<file path="config.mk">
export PLATFORM = sky130hd
export DESIGN_NAME = ibuf_ctl
export DESIGN_NICKNAME = d
export VERILOG_FILES = /design/src/logic/ibuf_pkg.sv /design/src/logic/ibuf_fill_if.sv /design/src/logic/ibuf_ctl.sv /design/src/logic/ibuf_entry_array.sv /design/src/logic/ibuf_fill_gen.sv /design/src/logic/ibuf_flow_fsm.sv /design/src/logic/ibuf_shift_encoder.sv
export SDC_FILE = /design/constraint.sdc
export NUM_CORES = 1
export LEC_CHECK = 0
export ABC_CLOCK_PERIOD_IN_PS = 3800
export CELL_PAD_IN_SITES_DETAIL_PLACEMENT = 2
export CELL_PAD_IN_SITES_GLOBAL_PLACEMENT = 2
export CORE_UTILIZATION = 35
export CTS_CLUSTER_DIAMETER = 120
export DETAILED_ROUTE_END_ITERATION = 16
export DONT_BUFFER_PORTS = 1
export PLACE_DENSITY = 0.83
export SLEW_MARGIN = 10
export SYNTH_ARGS = -nofsm -noshare
export SYNTH_HDL_FRONTEND = slang
export SYNTH_HIERARCHICAL = 1
export SYNTH_SLANG_ARGS = --single-unit
export TNS_END_PERCENT = 30
</file>
<file path="constraint.sdc">
create_clock -name clk -period 3.8 [get_ports clk]
set_clock_uncertainty 0.1 [all_clocks]
set_input_delay 0.38 -clock clk [delete_from_list [all_inputs] [get_ports clk]]
set_output_delay 0.38 -clock clk [all_outputs]
set_load 0.02 [all_outputs]
</file>
<file path="src/logic/ibuf_pkg.sv">
//####################
// buffer constants, shift select and count types,
// PC select encoding and flow state type
//####################

package ibuf_pkg;

    // buffer geometry
    localparam int IBUF_DEPTH   = 16;   // default entry count
    localparam int SHIFT_W      = 8;    // one-hot shift select width

    // fill sizes
    localparam int BYPASS_BYTES = 4;    // bytes per uncached fill
    localparam int LINE_BYTES   = 8;    // cache fill before address offset

    // bit k set means consume k bytes, bit 0 is no shift
    typedef logic [SHIFT_W-1:0] shift_sel_t;

    typedef logic [2:0] shift_cnt_t;    // encoded shift amount
    typedef logic [2:0] fetch_addr_t;   // low PC bits

    // one-hot select for the PC mux in the data path
    typedef enum logic [1:0] {
        SEQ_PC    = 2'b01,
        BRANCH_PC = 2'b10
    } pc_sel_t;

    typedef enum logic {
        RUN    = 1'b0,
        SQUASH = 1'b1   // first cycle after a taken jump
    } flow_state_t;

endpackage

</file>
<file path="src/logic/ibuf_fill_if.sv">
//####################
// flag vectors and fill masks between
// the entry array and the fill generator
//####################

`timescale 1ns/100ps

interface ibuf_fill_if
    import ibuf_pkg::*;
#(
    parameter int DEPTH = IBUF_DEPTH
) ();

    logic [DEPTH-1:0] valid;        // current valid thermometer
    logic [DEPTH-1:0] dirty;        // current dirty flags
    logic [DEPTH-1:0] new_valid;    // entries written by this cycle's fill
    logic [DEPTH-1:0] new_dirty;    // fill entries that come in dirty

    modport array (output valid, output dirty, input new_valid, input new_dirty);

    modport fill (input valid, input dirty, output new_valid, output new_dirty);

endinterface

</file>
<file path="src/logic/ibuf_ctl.sv">
//####################
// instruction buffer control top level
//####################

`timescale 1ns/100ps

module ibuf_ctl
    import ibuf_pkg::*;
#(
    parameter int DEPTH = IBUF_DEPTH
) (
    input  logic              clk,
    input  logic              reset_l,
    input  logic              icu_stall,
    input  logic              jmp_e,
    input  shift_sel_t        iu_shift_d,
    input  fetch_addr_t       icu_addr_2_0,
    input  logic              icu_bypass_q,    // uncached fetch path
    input  logic              ic_drty,
    output logic              ibuf_enable,
    output pc_sel_t           ibuf_pc_sel,
    output logic              ibuf_full,
    output logic [DEPTH-1:0]  ic_dout_sel,     // first fill byte position
    output logic [DEPTH-1:0]  valid,
    output logic [DEPTH-1:0]  dirty,
    output shift_cnt_t        encod_shift_e
);

    logic update_en;
    logic squash;

    ibuf_fill_if #(.DEPTH(DEPTH)) fill_bus ();

    ibuf_flow_fsm u_flow (
        .clk         (clk),
        .reset_l     (reset_l),
        .icu_stall   (icu_stall),
        .jmp_e       (jmp_e),
        .iu_shift_d  (iu_shift_d),
        .ibuf_enable (ibuf_enable),
        .update_en   (update_en),
        .squash      (squash),
        .ibuf_pc_sel (ibuf_pc_sel)
    );

    ibuf_entry_array #(.DEPTH(DEPTH)) u_entries (
        .clk       (clk),
        .reset_l   (reset_l),
        .update_en (update_en),
        .jmp_e     (jmp_e),
        .shift_sel (iu_shift_d),
        .fill      (fill_bus.array)
    );

    ibuf_fill_gen #(.DEPTH(DEPTH)) u_fill (
        .icu_stall    (icu_stall),
        .icu_bypass_q (icu_bypass_q),
        .ic_drty      (ic_drty),
        .squash       (squash),
        .icu_addr_2_0 (icu_addr_2_0),
        .ic_dout_sel  (ic_dout_sel),
        .ibuf_full    (ibuf_full),
        .fill         (fill_bus.fill)
    );

    ibuf_shift_encoder u_shift_enc (
        .clk           (clk),
        .reset_l       (reset_l),
        .iu_shift_d    (iu_shift_d),
        .encod_shift_e (encod_shift_e)
    );

    assign valid = fill_bus.valid;
    assign dirty = fill_bus.dirty;

endmodule

</file>
<file path="src/logic/ibuf_entry_array.sv">
//####################
// per-entry valid and dirty flags
// shift-and-fill next-state logic
//####################

`timescale 1ns/100ps

module ibuf_entry_array
    import ibuf_pkg::*;
#(
    parameter int DEPTH = IBUF_DEPTH
) (
    input  logic         clk,
    input  logic         reset_l,
    input  logic         update_en,
    input  logic         jmp_e,
    input  shift_sel_t   shift_sel,
    ibuf_fill_if.array   fill
);

    logic [DEPTH-1:0] merged_v;
    logic [DEPTH-1:0] merged_d;
    logic [DEPTH+SHIFT_W-1:0] ext_v;    // zero padded above the top entry
    logic [DEPTH+SHIFT_W-1:0] ext_d;

    // current flags plus whatever lands this cycle
    assign merged_v = fill.valid | fill.new_valid;
    assign merged_d = fill.dirty | fill.new_dirty;
    assign ext_v    = {{SHIFT_W{1'b0}}, merged_v};
    assign ext_d    = {{SHIFT_W{1'b0}}, merged_d};

    for (genvar i = 0; i < DEPTH; i++) begin : g_entry
        logic v_sel;
        logic d_sel;
        logic v_q;
        logic d_q;

        // priority mux, the largest set shift bit wins
        always_comb begin
            v_sel = ext_v[i];
            d_sel = ext_d[i];
            for (int k = 1; k < SHIFT_W; k++) begin
                if (shift_sel[k]) begin
                    v_sel = ext_v[i+k];
                    d_sel = ext_d[i+k];
                end
            end
        end

        always_ff @(posedge clk) begin
            if (!reset_l) begin
                v_q <= 1'b0;
                d_q <= 1'b0;
            end else if (update_en) begin
                v_q <= v_sel & ~jmp_e;  // taken jump empties the buffer
                d_q <= d_sel & ~jmp_e;
            end
        end

        assign fill.valid[i] = v_q;
        assign fill.dirty[i] = d_q;
    end

endmodule

</file>
<file path="src/logic/ibuf_fill_gen.sv">
//####################
// fill position, new valid/dirty masks
// and the buffer full flag
//####################

`timescale 1ns/100ps

module ibuf_fill_gen
    import ibuf_pkg::*;
#(
    parameter int DEPTH = IBUF_DEPTH
) (
    input  logic              icu_stall,
    input  logic              icu_bypass_q,
    input  logic              ic_drty,
    input  logic              squash,
    input  fetch_addr_t       icu_addr_2_0,
    output logic [DEPTH-1:0]  ic_dout_sel,
    output logic              ibuf_full,
    ibuf_fill_if.fill         fill
);

    logic [DEPTH-1:0] first_empty;
    logic [DEPTH-1:0] run;
    logic [3:0]       fill_cnt;     // 1..8 bytes

    // valid is a thermometer, so the edge marks the first empty slot
    always_comb begin
        first_empty[0] = ~fill.valid[0];
        for (int i = 1; i < DEPTH; i++) begin
            first_empty[i] = fill.valid[i-1] & ~fill.valid[i];
        end
    end

    assign fill_cnt = icu_bypass_q ? 4'(BYPASS_BYTES)
                                   : 4'(LINE_BYTES) - {1'b0, icu_addr_2_0};

    // run of fill_cnt ones from the fill position, top overflow is dropped
    always_comb begin
        run = '0;
        for (int p = 0; p < DEPTH; p++) begin
            for (int j = 0; j < LINE_BYTES; j++) begin
                if (first_empty[p] && (j < fill_cnt) && (p + j < DEPTH)) begin
                    run[p+j] = 1'b1;
                end
            end
        end
    end

    assign ic_dout_sel    = first_empty;
    assign fill.new_valid = icu_stall ? '0 : run;  // nothing lands during a stall
    assign fill.new_dirty = (!icu_stall && icu_bypass_q && ic_drty) ? run : '0;

    // bypass fills are smaller, so allow the buffer to run further up
    assign ibuf_full = (fill.valid[DEPTH-4] | (~icu_bypass_q & fill.valid[DEPTH/2]))
                       & ~squash;

endmodule

</file>
<file path="src/logic/ibuf_flow_fsm.sv">
//####################
// run/squash state, PC select
// and the buffer update enables
//####################

`timescale 1ns/100ps

module ibuf_flow_fsm
    import ibuf_pkg::*;
(
    input  logic        clk,
    input  logic        reset_l,
    input  logic        icu_stall,
    input  logic        jmp_e,
    input  shift_sel_t  iu_shift_d,
    output logic        ibuf_enable,
    output logic        update_en,
    output logic        squash,
    output pc_sel_t     ibuf_pc_sel
);

    flow_state_t state_q;
    flow_state_t state_d;

    // squash covers the refill from the branch target
    assign state_d = jmp_e ? SQUASH : RUN;  // a new jump keeps it in squash

    always_ff @(posedge clk) begin
        if (!reset_l) begin
            state_q <= RUN;
        end else begin
            state_q <= state_d;
        end
    end

    assign squash      = (state_q == SQUASH);
    assign ibuf_pc_sel = squash ? BRANCH_PC : SEQ_PC;

    // only a stall with no shift freezes the buffer
    assign ibuf_enable = ~icu_stall | ~iu_shift_d[0];
    assign update_en   = ibuf_enable | jmp_e;   // jump must clear even when frozen

endmodule

</file>
<file path="src/logic/ibuf_shift_encoder.sv">
//####################
// shift select register and
// one-hot to count encoder
//####################

`timescale 1ns/100ps

module ibuf_shift_encoder
    import ibuf_pkg::*;
(
    input  logic        clk,
    input  logic        reset_l,
    input  shift_sel_t  iu_shift_d,
    output shift_cnt_t  encod_shift_e
);

    shift_sel_t shift_e;    // select from the previous cycle

    always_ff @(posedge clk) begin
        if (!reset_l) begin
            shift_e <= '0;
        end else begin
            shift_e <= iu_shift_d;
        end
    end

    // exact one-hot only, zero or multi-hot falls through to 0
    always_comb begin
        encod_shift_e = '0;
        for (int k = 1; k < SHIFT_W; k++) begin
            if (shift_e == (shift_sel_t'(1) << k)) encod_shift_e = shift_cnt_t'(k);
        end
    end

endmodule

</file>
# [After elaboration in Yosys (flattened, before gate mapping)]
# Index checks and enable logic that the tools add are counted.
[word_totals] ff_bits=41 elab_cells=564
[classes] n_lt_le_gt_ge=8 muxes=336 bitwise_logic=75 reduce_logical=103 n_eq_ne=7 n_addsub=1
[op_table] cell="1-bit two-way mux" n=326
[op_table] cell="1-bit logical AND" n=102
[op_table] cell="1-bit bitwise AND" n=49
[op_table] cell="16-bit two-way mux" n=2
[op_table] cell="16-bit OR" n=2
[op_table] cell="1-bit NOT" n=21
[op_table] cell="3-bit by 4-bit less-than comparator with 1-bit output (first input constant)" n=4
[op_table] cell="3-bit two-way mux" n=4
[op_table] cell="8-bit by 2-bit equality test with 1-bit output (second input constant)" n=1
[op_table] cell="8-bit by 3-bit equality test with 1-bit output (second input constant)" n=1
[op_table] cell="8-bit by 4-bit equality test with 1-bit output (second input constant)" n=1
[op_table] cell="8-bit by 5-bit equality test with 1-bit output (second input constant)" n=1
[op_table] cell="8-bit by 6-bit equality test with 1-bit output (second input constant)" n=1
[op_table] cell="8-bit by 7-bit equality test with 1-bit output (second input constant)" n=1
[op_table] cell="8-bit equality test (second input constant)" n=1
[op_table] cell="1-bit by 4-bit less-than comparator with 1-bit output (first input constant)" n=2
[op_table] cell="2-bit by 4-bit less-than comparator with 1-bit output (first input constant)" n=2
[op_table] cell="2-bit two-way mux" n=3
[op_table] cell="4-bit two-way mux" n=1
[op_table] cell="4-bit by 3-bit subtractor with 4-bit output (first input constant)" n=1
[op_table] cell="1-bit OR" n=3
[op_table] cell="1-bit zero test" n=1

# [Longest topological paths before layout]
[logic_depth] depth_word=22 mapped_depth=14 depth_no_buf=11

# [By module]
# The synthesis kept the hierarchy.
[by_module_without_submodules] mod="ibuf_entry_array" cells_each=445 n_inst=1 area_per_inst_um2=3165.5 seq_area_each_um2=640.6
[by_module_without_submodules] mod="ibuf_fill_gen" cells_each=197 n_inst=1 area_per_inst_um2=1191.1 seq_area_each_um2=0.0
[by_module_without_submodules] mod="ibuf_shift_encoder" cells_each=35 n_inst=1 area_per_inst_um2=350.3 seq_area_each_um2=160.2
[by_module_without_submodules] mod="ibuf_flow_fsm" cells_each=6 n_inst=1 area_per_inst_um2=48.8 seq_area_each_um2=20.0

# [Least setup slack after synthesis]
# No wires, ideal clock.
[synth_path] path_kind="in2reg" startpoint="input icu_addr_2_0[0]" endpoint="register u_entries.g_entry[8].d_q" cell_stages=13 path_buffers=2 slack_ps=681 setup_ps=115 arrival_time_ps=2904 required_time_ps=3585 cell_sequence="inv_1 -> ha_1 -> buf_6 -> or2_1 -> o21ai_1 -> buf_4 -> nor3_1 -> a2111oi_2 -> a21oi_1 -> or2_2 -> a2111oi_0 -> a32oi_1 -> o21ba_2"
[synth_between] word_cells_on_any_way=148
[synth_rtl] element="from (decl)" line="ibuf_ctl.sv:17" rtl="input fetch_addr_t icu_addr_2_0,"
[synth_rtl] element="4-bit by 3-bit subtractor with 4-bit output (*)" line="ibuf_fill_gen.sv:36" rtl=": 4'(LINE_BYTES) - {1'b0, icu_addr_2_0};"
[synth_rtl] element="4-bit two-way mux (*)" line="ibuf_fill_gen.sv:35" rtl="assign fill_cnt = icu_bypass_q ? 4'(BYPASS_BYTES)"
[synth_rtl] element="3-bit by 4-bit less-than comparator with 1-bit output" line="ibuf_fill_gen.sv:43" rtl="if (first_empty[p] && (j < fill_cnt) && (p + j < DEPTH)) begin"
[synth_rtl] element="1-bit logical AND" line="ibuf_fill_gen.sv:43"
[synth_rtl] element="1-bit two-way mux (7 in series)" line="ibuf_fill_gen.sv:43"
[synth_rtl] element="1-bit two-way mux (*)" line="ibuf_fill_gen.sv:43"
[synth_rtl] element="16-bit two-way mux (*)" line="ibuf_fill_gen.sv:52" rtl="assign fill.new_dirty = (!icu_stall && icu_bypass_q && ic_drty) ? run : '0;"
[synth_rtl] element="net fill_bus.new_dirty[10]" line="ibuf_fill_if.sv:17" rtl="logic [DEPTH-1:0] new_dirty;"
[synth_rtl] element="16-bit OR (*)" line="ibuf_entry_array.sv:28" rtl="assign merged_d = fill.dirty | fill.new_dirty;"
[synth_rtl] element="1-bit two-way mux (*) (6 in series)" line="ibuf_entry_array.sv:43" rtl="if (shift_sel[k]) begin"
[synth_rtl] element="1-bit bitwise AND (*)" line="ibuf_entry_array.sv:56" rtl="d_q <= d_sel & ~jmp_e;"
[synth_rtl] element="to (signal assigned)" line="ibuf_entry_array.sv:56"
[synth_rtl] element="to (decl)" line="ibuf_entry_array.sv:36" rtl="logic d_q;"
# The timed path passes the listed nets; every way through them passes the cells marked *.
# A chain may end at the register's enable or synchronous reset.

# [Worst setup path after layout]
[layout_path] startpoint="register u_entries.g_entry[6].v_q" endpoint="register u_entries.g_entry[7].v_q"
[layout_between] elab_chain_len=16 word_cells_on_any_way=71
[layout_lines] element="from (decl)" line="ibuf_entry_array.sv:35" rtl="logic v_q;"
[layout_lines] element="from (signal assigned)" line="ibuf_entry_array.sv:55" rtl="v_q <= v_sel & ~jmp_e;"
[layout_lines] element="1-bit NOT" line="ibuf_fill_gen.sv:31" rtl="first_empty[i] = fill.valid[i-1] & ~fill.valid[i];"
[layout_lines] element="1-bit bitwise AND" line="ibuf_fill_gen.sv:31"
[layout_lines] element="net ic_dout_sel[6]" line="ibuf_ctl.sv:23" rtl="output logic [DEPTH-1:0] ic_dout_sel,"
[layout_lines] element="1-bit logical AND" line="ibuf_fill_gen.sv:43"
[layout_lines] element="1-bit two-way mux (3 in series)" line="ibuf_fill_gen.sv:43"
[layout_lines] element="16-bit two-way mux" line="ibuf_fill_gen.sv:51" rtl="assign fill.new_valid = icu_stall ? '0 : run;"
[layout_lines] element="net fill_bus.new_valid[8]" line="ibuf_fill_if.sv:16" rtl="logic [DEPTH-1:0] new_valid;"
[layout_lines] element="16-bit OR" line="ibuf_entry_array.sv:27" rtl="assign merged_v = fill.valid | fill.new_valid;"
[layout_lines] element="1-bit two-way mux (7 in series)" line="ibuf_entry_array.sv:43"
[layout_lines] element="1-bit bitwise AND" line="ibuf_entry_array.sv:55"
[layout_lines] element="to (signal assigned)" line="ibuf_entry_array.sv:55"
[layout_lines] element="to (decl)" line="ibuf_entry_array.sv:35"
# The timed path passes the listed nets, and every way through them passes these cells.

==> results by group <==
Yosys
  • YS warnings: 6
  • Mapped Nets: 701
  • Register area share after synthesis: 17.3%
  • Dominant synthesized flop cell: dfxtp_1
  • Mapped cell area: 0.00476 mm^2
  • Yosys reg bits: 41
  • Post-synth EDFFs: 0
  • Cell count after synthesis: 683
  • Yosys cell types: 72
  • FFs w/ async S/R, synth: 0%
  • Post-synthesis average cell area: 6.96 um^2

Final layout
  • Area growth from synthesis to layout: 1.00%
  • ANT cells: 0
  • Commonest cells after routing, fill and taps aside: a21oi_1, nor2_1, o21ai_0, dfxtp_1, nand2_1
  • Fill cell count: 1,620
  • Final #Nets: 643
  • Multi-input logic area: 0.00337 mm^2
  • Post-layout util: 36.3%
  • Final std cells w/o fill: 802
  • Share of cells above drive strength 1: 9.58%
  • Reg area: 821 um^2
  • Most common cell after layout, fill and taps aside: a21oi_1

Worst setup path
  • WS Path Type: register to register
  • Critical Path RT: 3.86 ns
  • CP cell instances: nand2b_1, inv_1, a21oi_1, nor2_1, a2111oi_2, a21oi_1, nor2_1, a211oi_1, a2111oi_0, o21ai_0
  • CP Capture Type: register
  • Reg-to-reg setup timing slack: 0.18 ns
  • CP max-delay cell: a2111oi_0
  • CP top delay family: compound AO/OA/AOI/OAI gates
  • Crit path buf inv count: 1
  • Crit path launch type: register
  • CP max stage delay: 0.65 ns
  • Crit path arrival time: 3.68 ns
  • Max FO, Critical Path: 7

STA
  • Final-report hold violation count: 0
  • RSZ-0062 raised after global routing: false
  • Final worst path period need: 3.62 ns
  • Setup_tns: 0 ns
  • Final setup viols: 0
  • Fin. max-slew vios: 0
  • Final Cycle Share: 95.2%
  • F_max: 276 MHz
  • Worst slew margin: 36.5%
  • Worst Tran Pin Value: 0.949 ns

GRT
  • Largest net degree at the start of global routing: 43
  • Global Route Usage Sum: 32.4%
  • Grt ovf: 0
  • Number of antenna violations at the first check in global routing: 0
  • First-pass GRT wire length: 35,700 um
  • Vias in the first global route: 6,115

Placement
  • Port buffer count: 0
  • Cells after DPL: 794
  • GP Congestion: 0.912
  • Final HPWL DP: 16,400 um

Floorplanning
  • Starting density of the core: 35.9%
  • IO Count: 72
  • Core area: 0.0132 mm^2
  • Die Area: 0.0141 mm^2
  • Die width: 119 um
  • Num rows: 42
  • Die Height: 119 um

CTS
  • Clock tree buffer depth: 2
  • Hold-fix buffers, CTS: 0
  • Total CTS buffers: 5
  • Num Clock Sinks: 41
  • Root Driver: clkbuf_16
  • Post-cts gate resize count: 0
  • H-Tree Depth: 2
  • Worst-path clk slew: 0.07 ns
  • Setup Buffers After CTS: 0
  • CTS tree: yes
  • Clock latency on the worst-skew pair: 0.30 ns

Detailed routing
  • DRT antenna net count: 0
  • Initial DRT Pass Iterations: 5
  • Drt wl/cell: 28.4 um
  • Initial drt markers: 559
  • Final WL: 22,800 um
  • Via Count: 5,715
  • Remaining DRCs: 0
  • Routed vias/inst: 7.13

Power
  • Leakage: 0.00163 uW
  • Pwr Density: 288 mW/mm^2
  • Maximum vdd drop: 0.000127 V

Run
  • MaxCap Viol Count: 0

Run status
  • Status: finished, final reports clean

Min path
  • Hold Path Class: input pin to register
-- power breakdown --
group | internal (uW) | total (uW) | switching, uW
clock network | 329 | 533 | 204
logic | 130 | 378 | 248
registers | 442 | 472 | 29.7
total | 901 | 1380 | 482
-- layer usage --
metal	GRT usage, %	share of wire [%]
met5	0	0
met4	16.1	4.5
met3	6.42	8.1
met2	51.4	45
met1	41.5	42
-- flip-flops by register name, summed over array words and instances (netlist names) --
register	count
u_entries/g_entry.d_q	16
u_entries/g_entry.v_q	16
u_flow/squash	1
u_shift_enc/shift_e	8
-- synth_stat cells, types with 5 or more instances --
cell type,n,share of area [%]
nor3_1,24,2.5
a22oi_1,17,2.7
nor2_1,70,5.5
dfxtp_1,41,17
buf_2,5,0.53
inv_1,21,1.7
nand2b_1,17,2.2
o21ai_1,5,0.53
a21oi_1,72,7.6
or2_2,16,2.1
nand2_1,29,2.3
a32oi_1,7,1.3
o21a_1,5,0.79
o211ai_1,15,2.4
clkbuf_1,32,2.5
buf_4,38,6.0
a211oi_1,22,3.5
a22o_1,9,1.7
a221o_1,12,2.5
o21ai_0,61,6.4
and2_1,11,1.4
a211o_1,7,1.3
a221oi_1,12,2.2
o221ai_1,5,0.92
nor2b_1,22,2.9
o22ai_1,13,1.7
a31oi_1,8,1.1
o2bb2ai_1,7,1.3
nor4_1,5,0.66
-- cell families (layout without fill, tap and decap cells) --
| kind of cell | after synthesis | count (layout) | share of synthesized area, % |
|---|---|---|---|
| compound gates | 312 | 312 | 45.5 |
| xor+xnor | 3 | 3 | 0.553 |
| fa+ha+maj | 1 | 1 | 0.263 |
| buf+inv | 105 | 48 | 11.9 |
| flops | 41 | 41 | 17.3 |
| mux | 4 | 4 | 0.894 |
| simple gates | 217 | 217 | 23.6 |
-- final cells by class --
class	count	area share, %
multi-input cells	537	70.1
clock buffers	6	2.89
inverters	22	1.72
repair buffers	18	2.81
clock inverters	2	0.781
well taps	176	4.58
flip-flops and latches	41	17.1
-- per-stage QoR --
stage | worst slack (ns) | total power [uW] | hold slack [ns] | instance area [um^2]
final | 0.183 | 1380 | 0.108 | 4800
after global routing | 0.0927 | 1430 | 0.107 | 4800
after CTS | 0.319 | 1370 | 0.104 | 4800
after detailed placement | 0.153 | 842 | 0.413 | 4630
after global placement | 0.258 | 824 | 0.407 | 4630
after floorplan | 0.681 | 782 | 0.380 | 4760
-- final timing paths --
path	start	endpoint	cells past startpoint
setup / recovery	u_entries/g_entry[6].v_q	u_entries/g_entry[7].v_q	10
hold / removal	reset_l	u_shift_enc/shift_e[0]	1
hold reg to reg	u_entries/g_entry[15].d_q	u_entries/g_entry[15].d_q	2
setup reg to reg	u_entries/g_entry[6].v_q	u_entries/g_entry[7].v_q	10
Note: power is estimated with default switching activity, not from simulation.
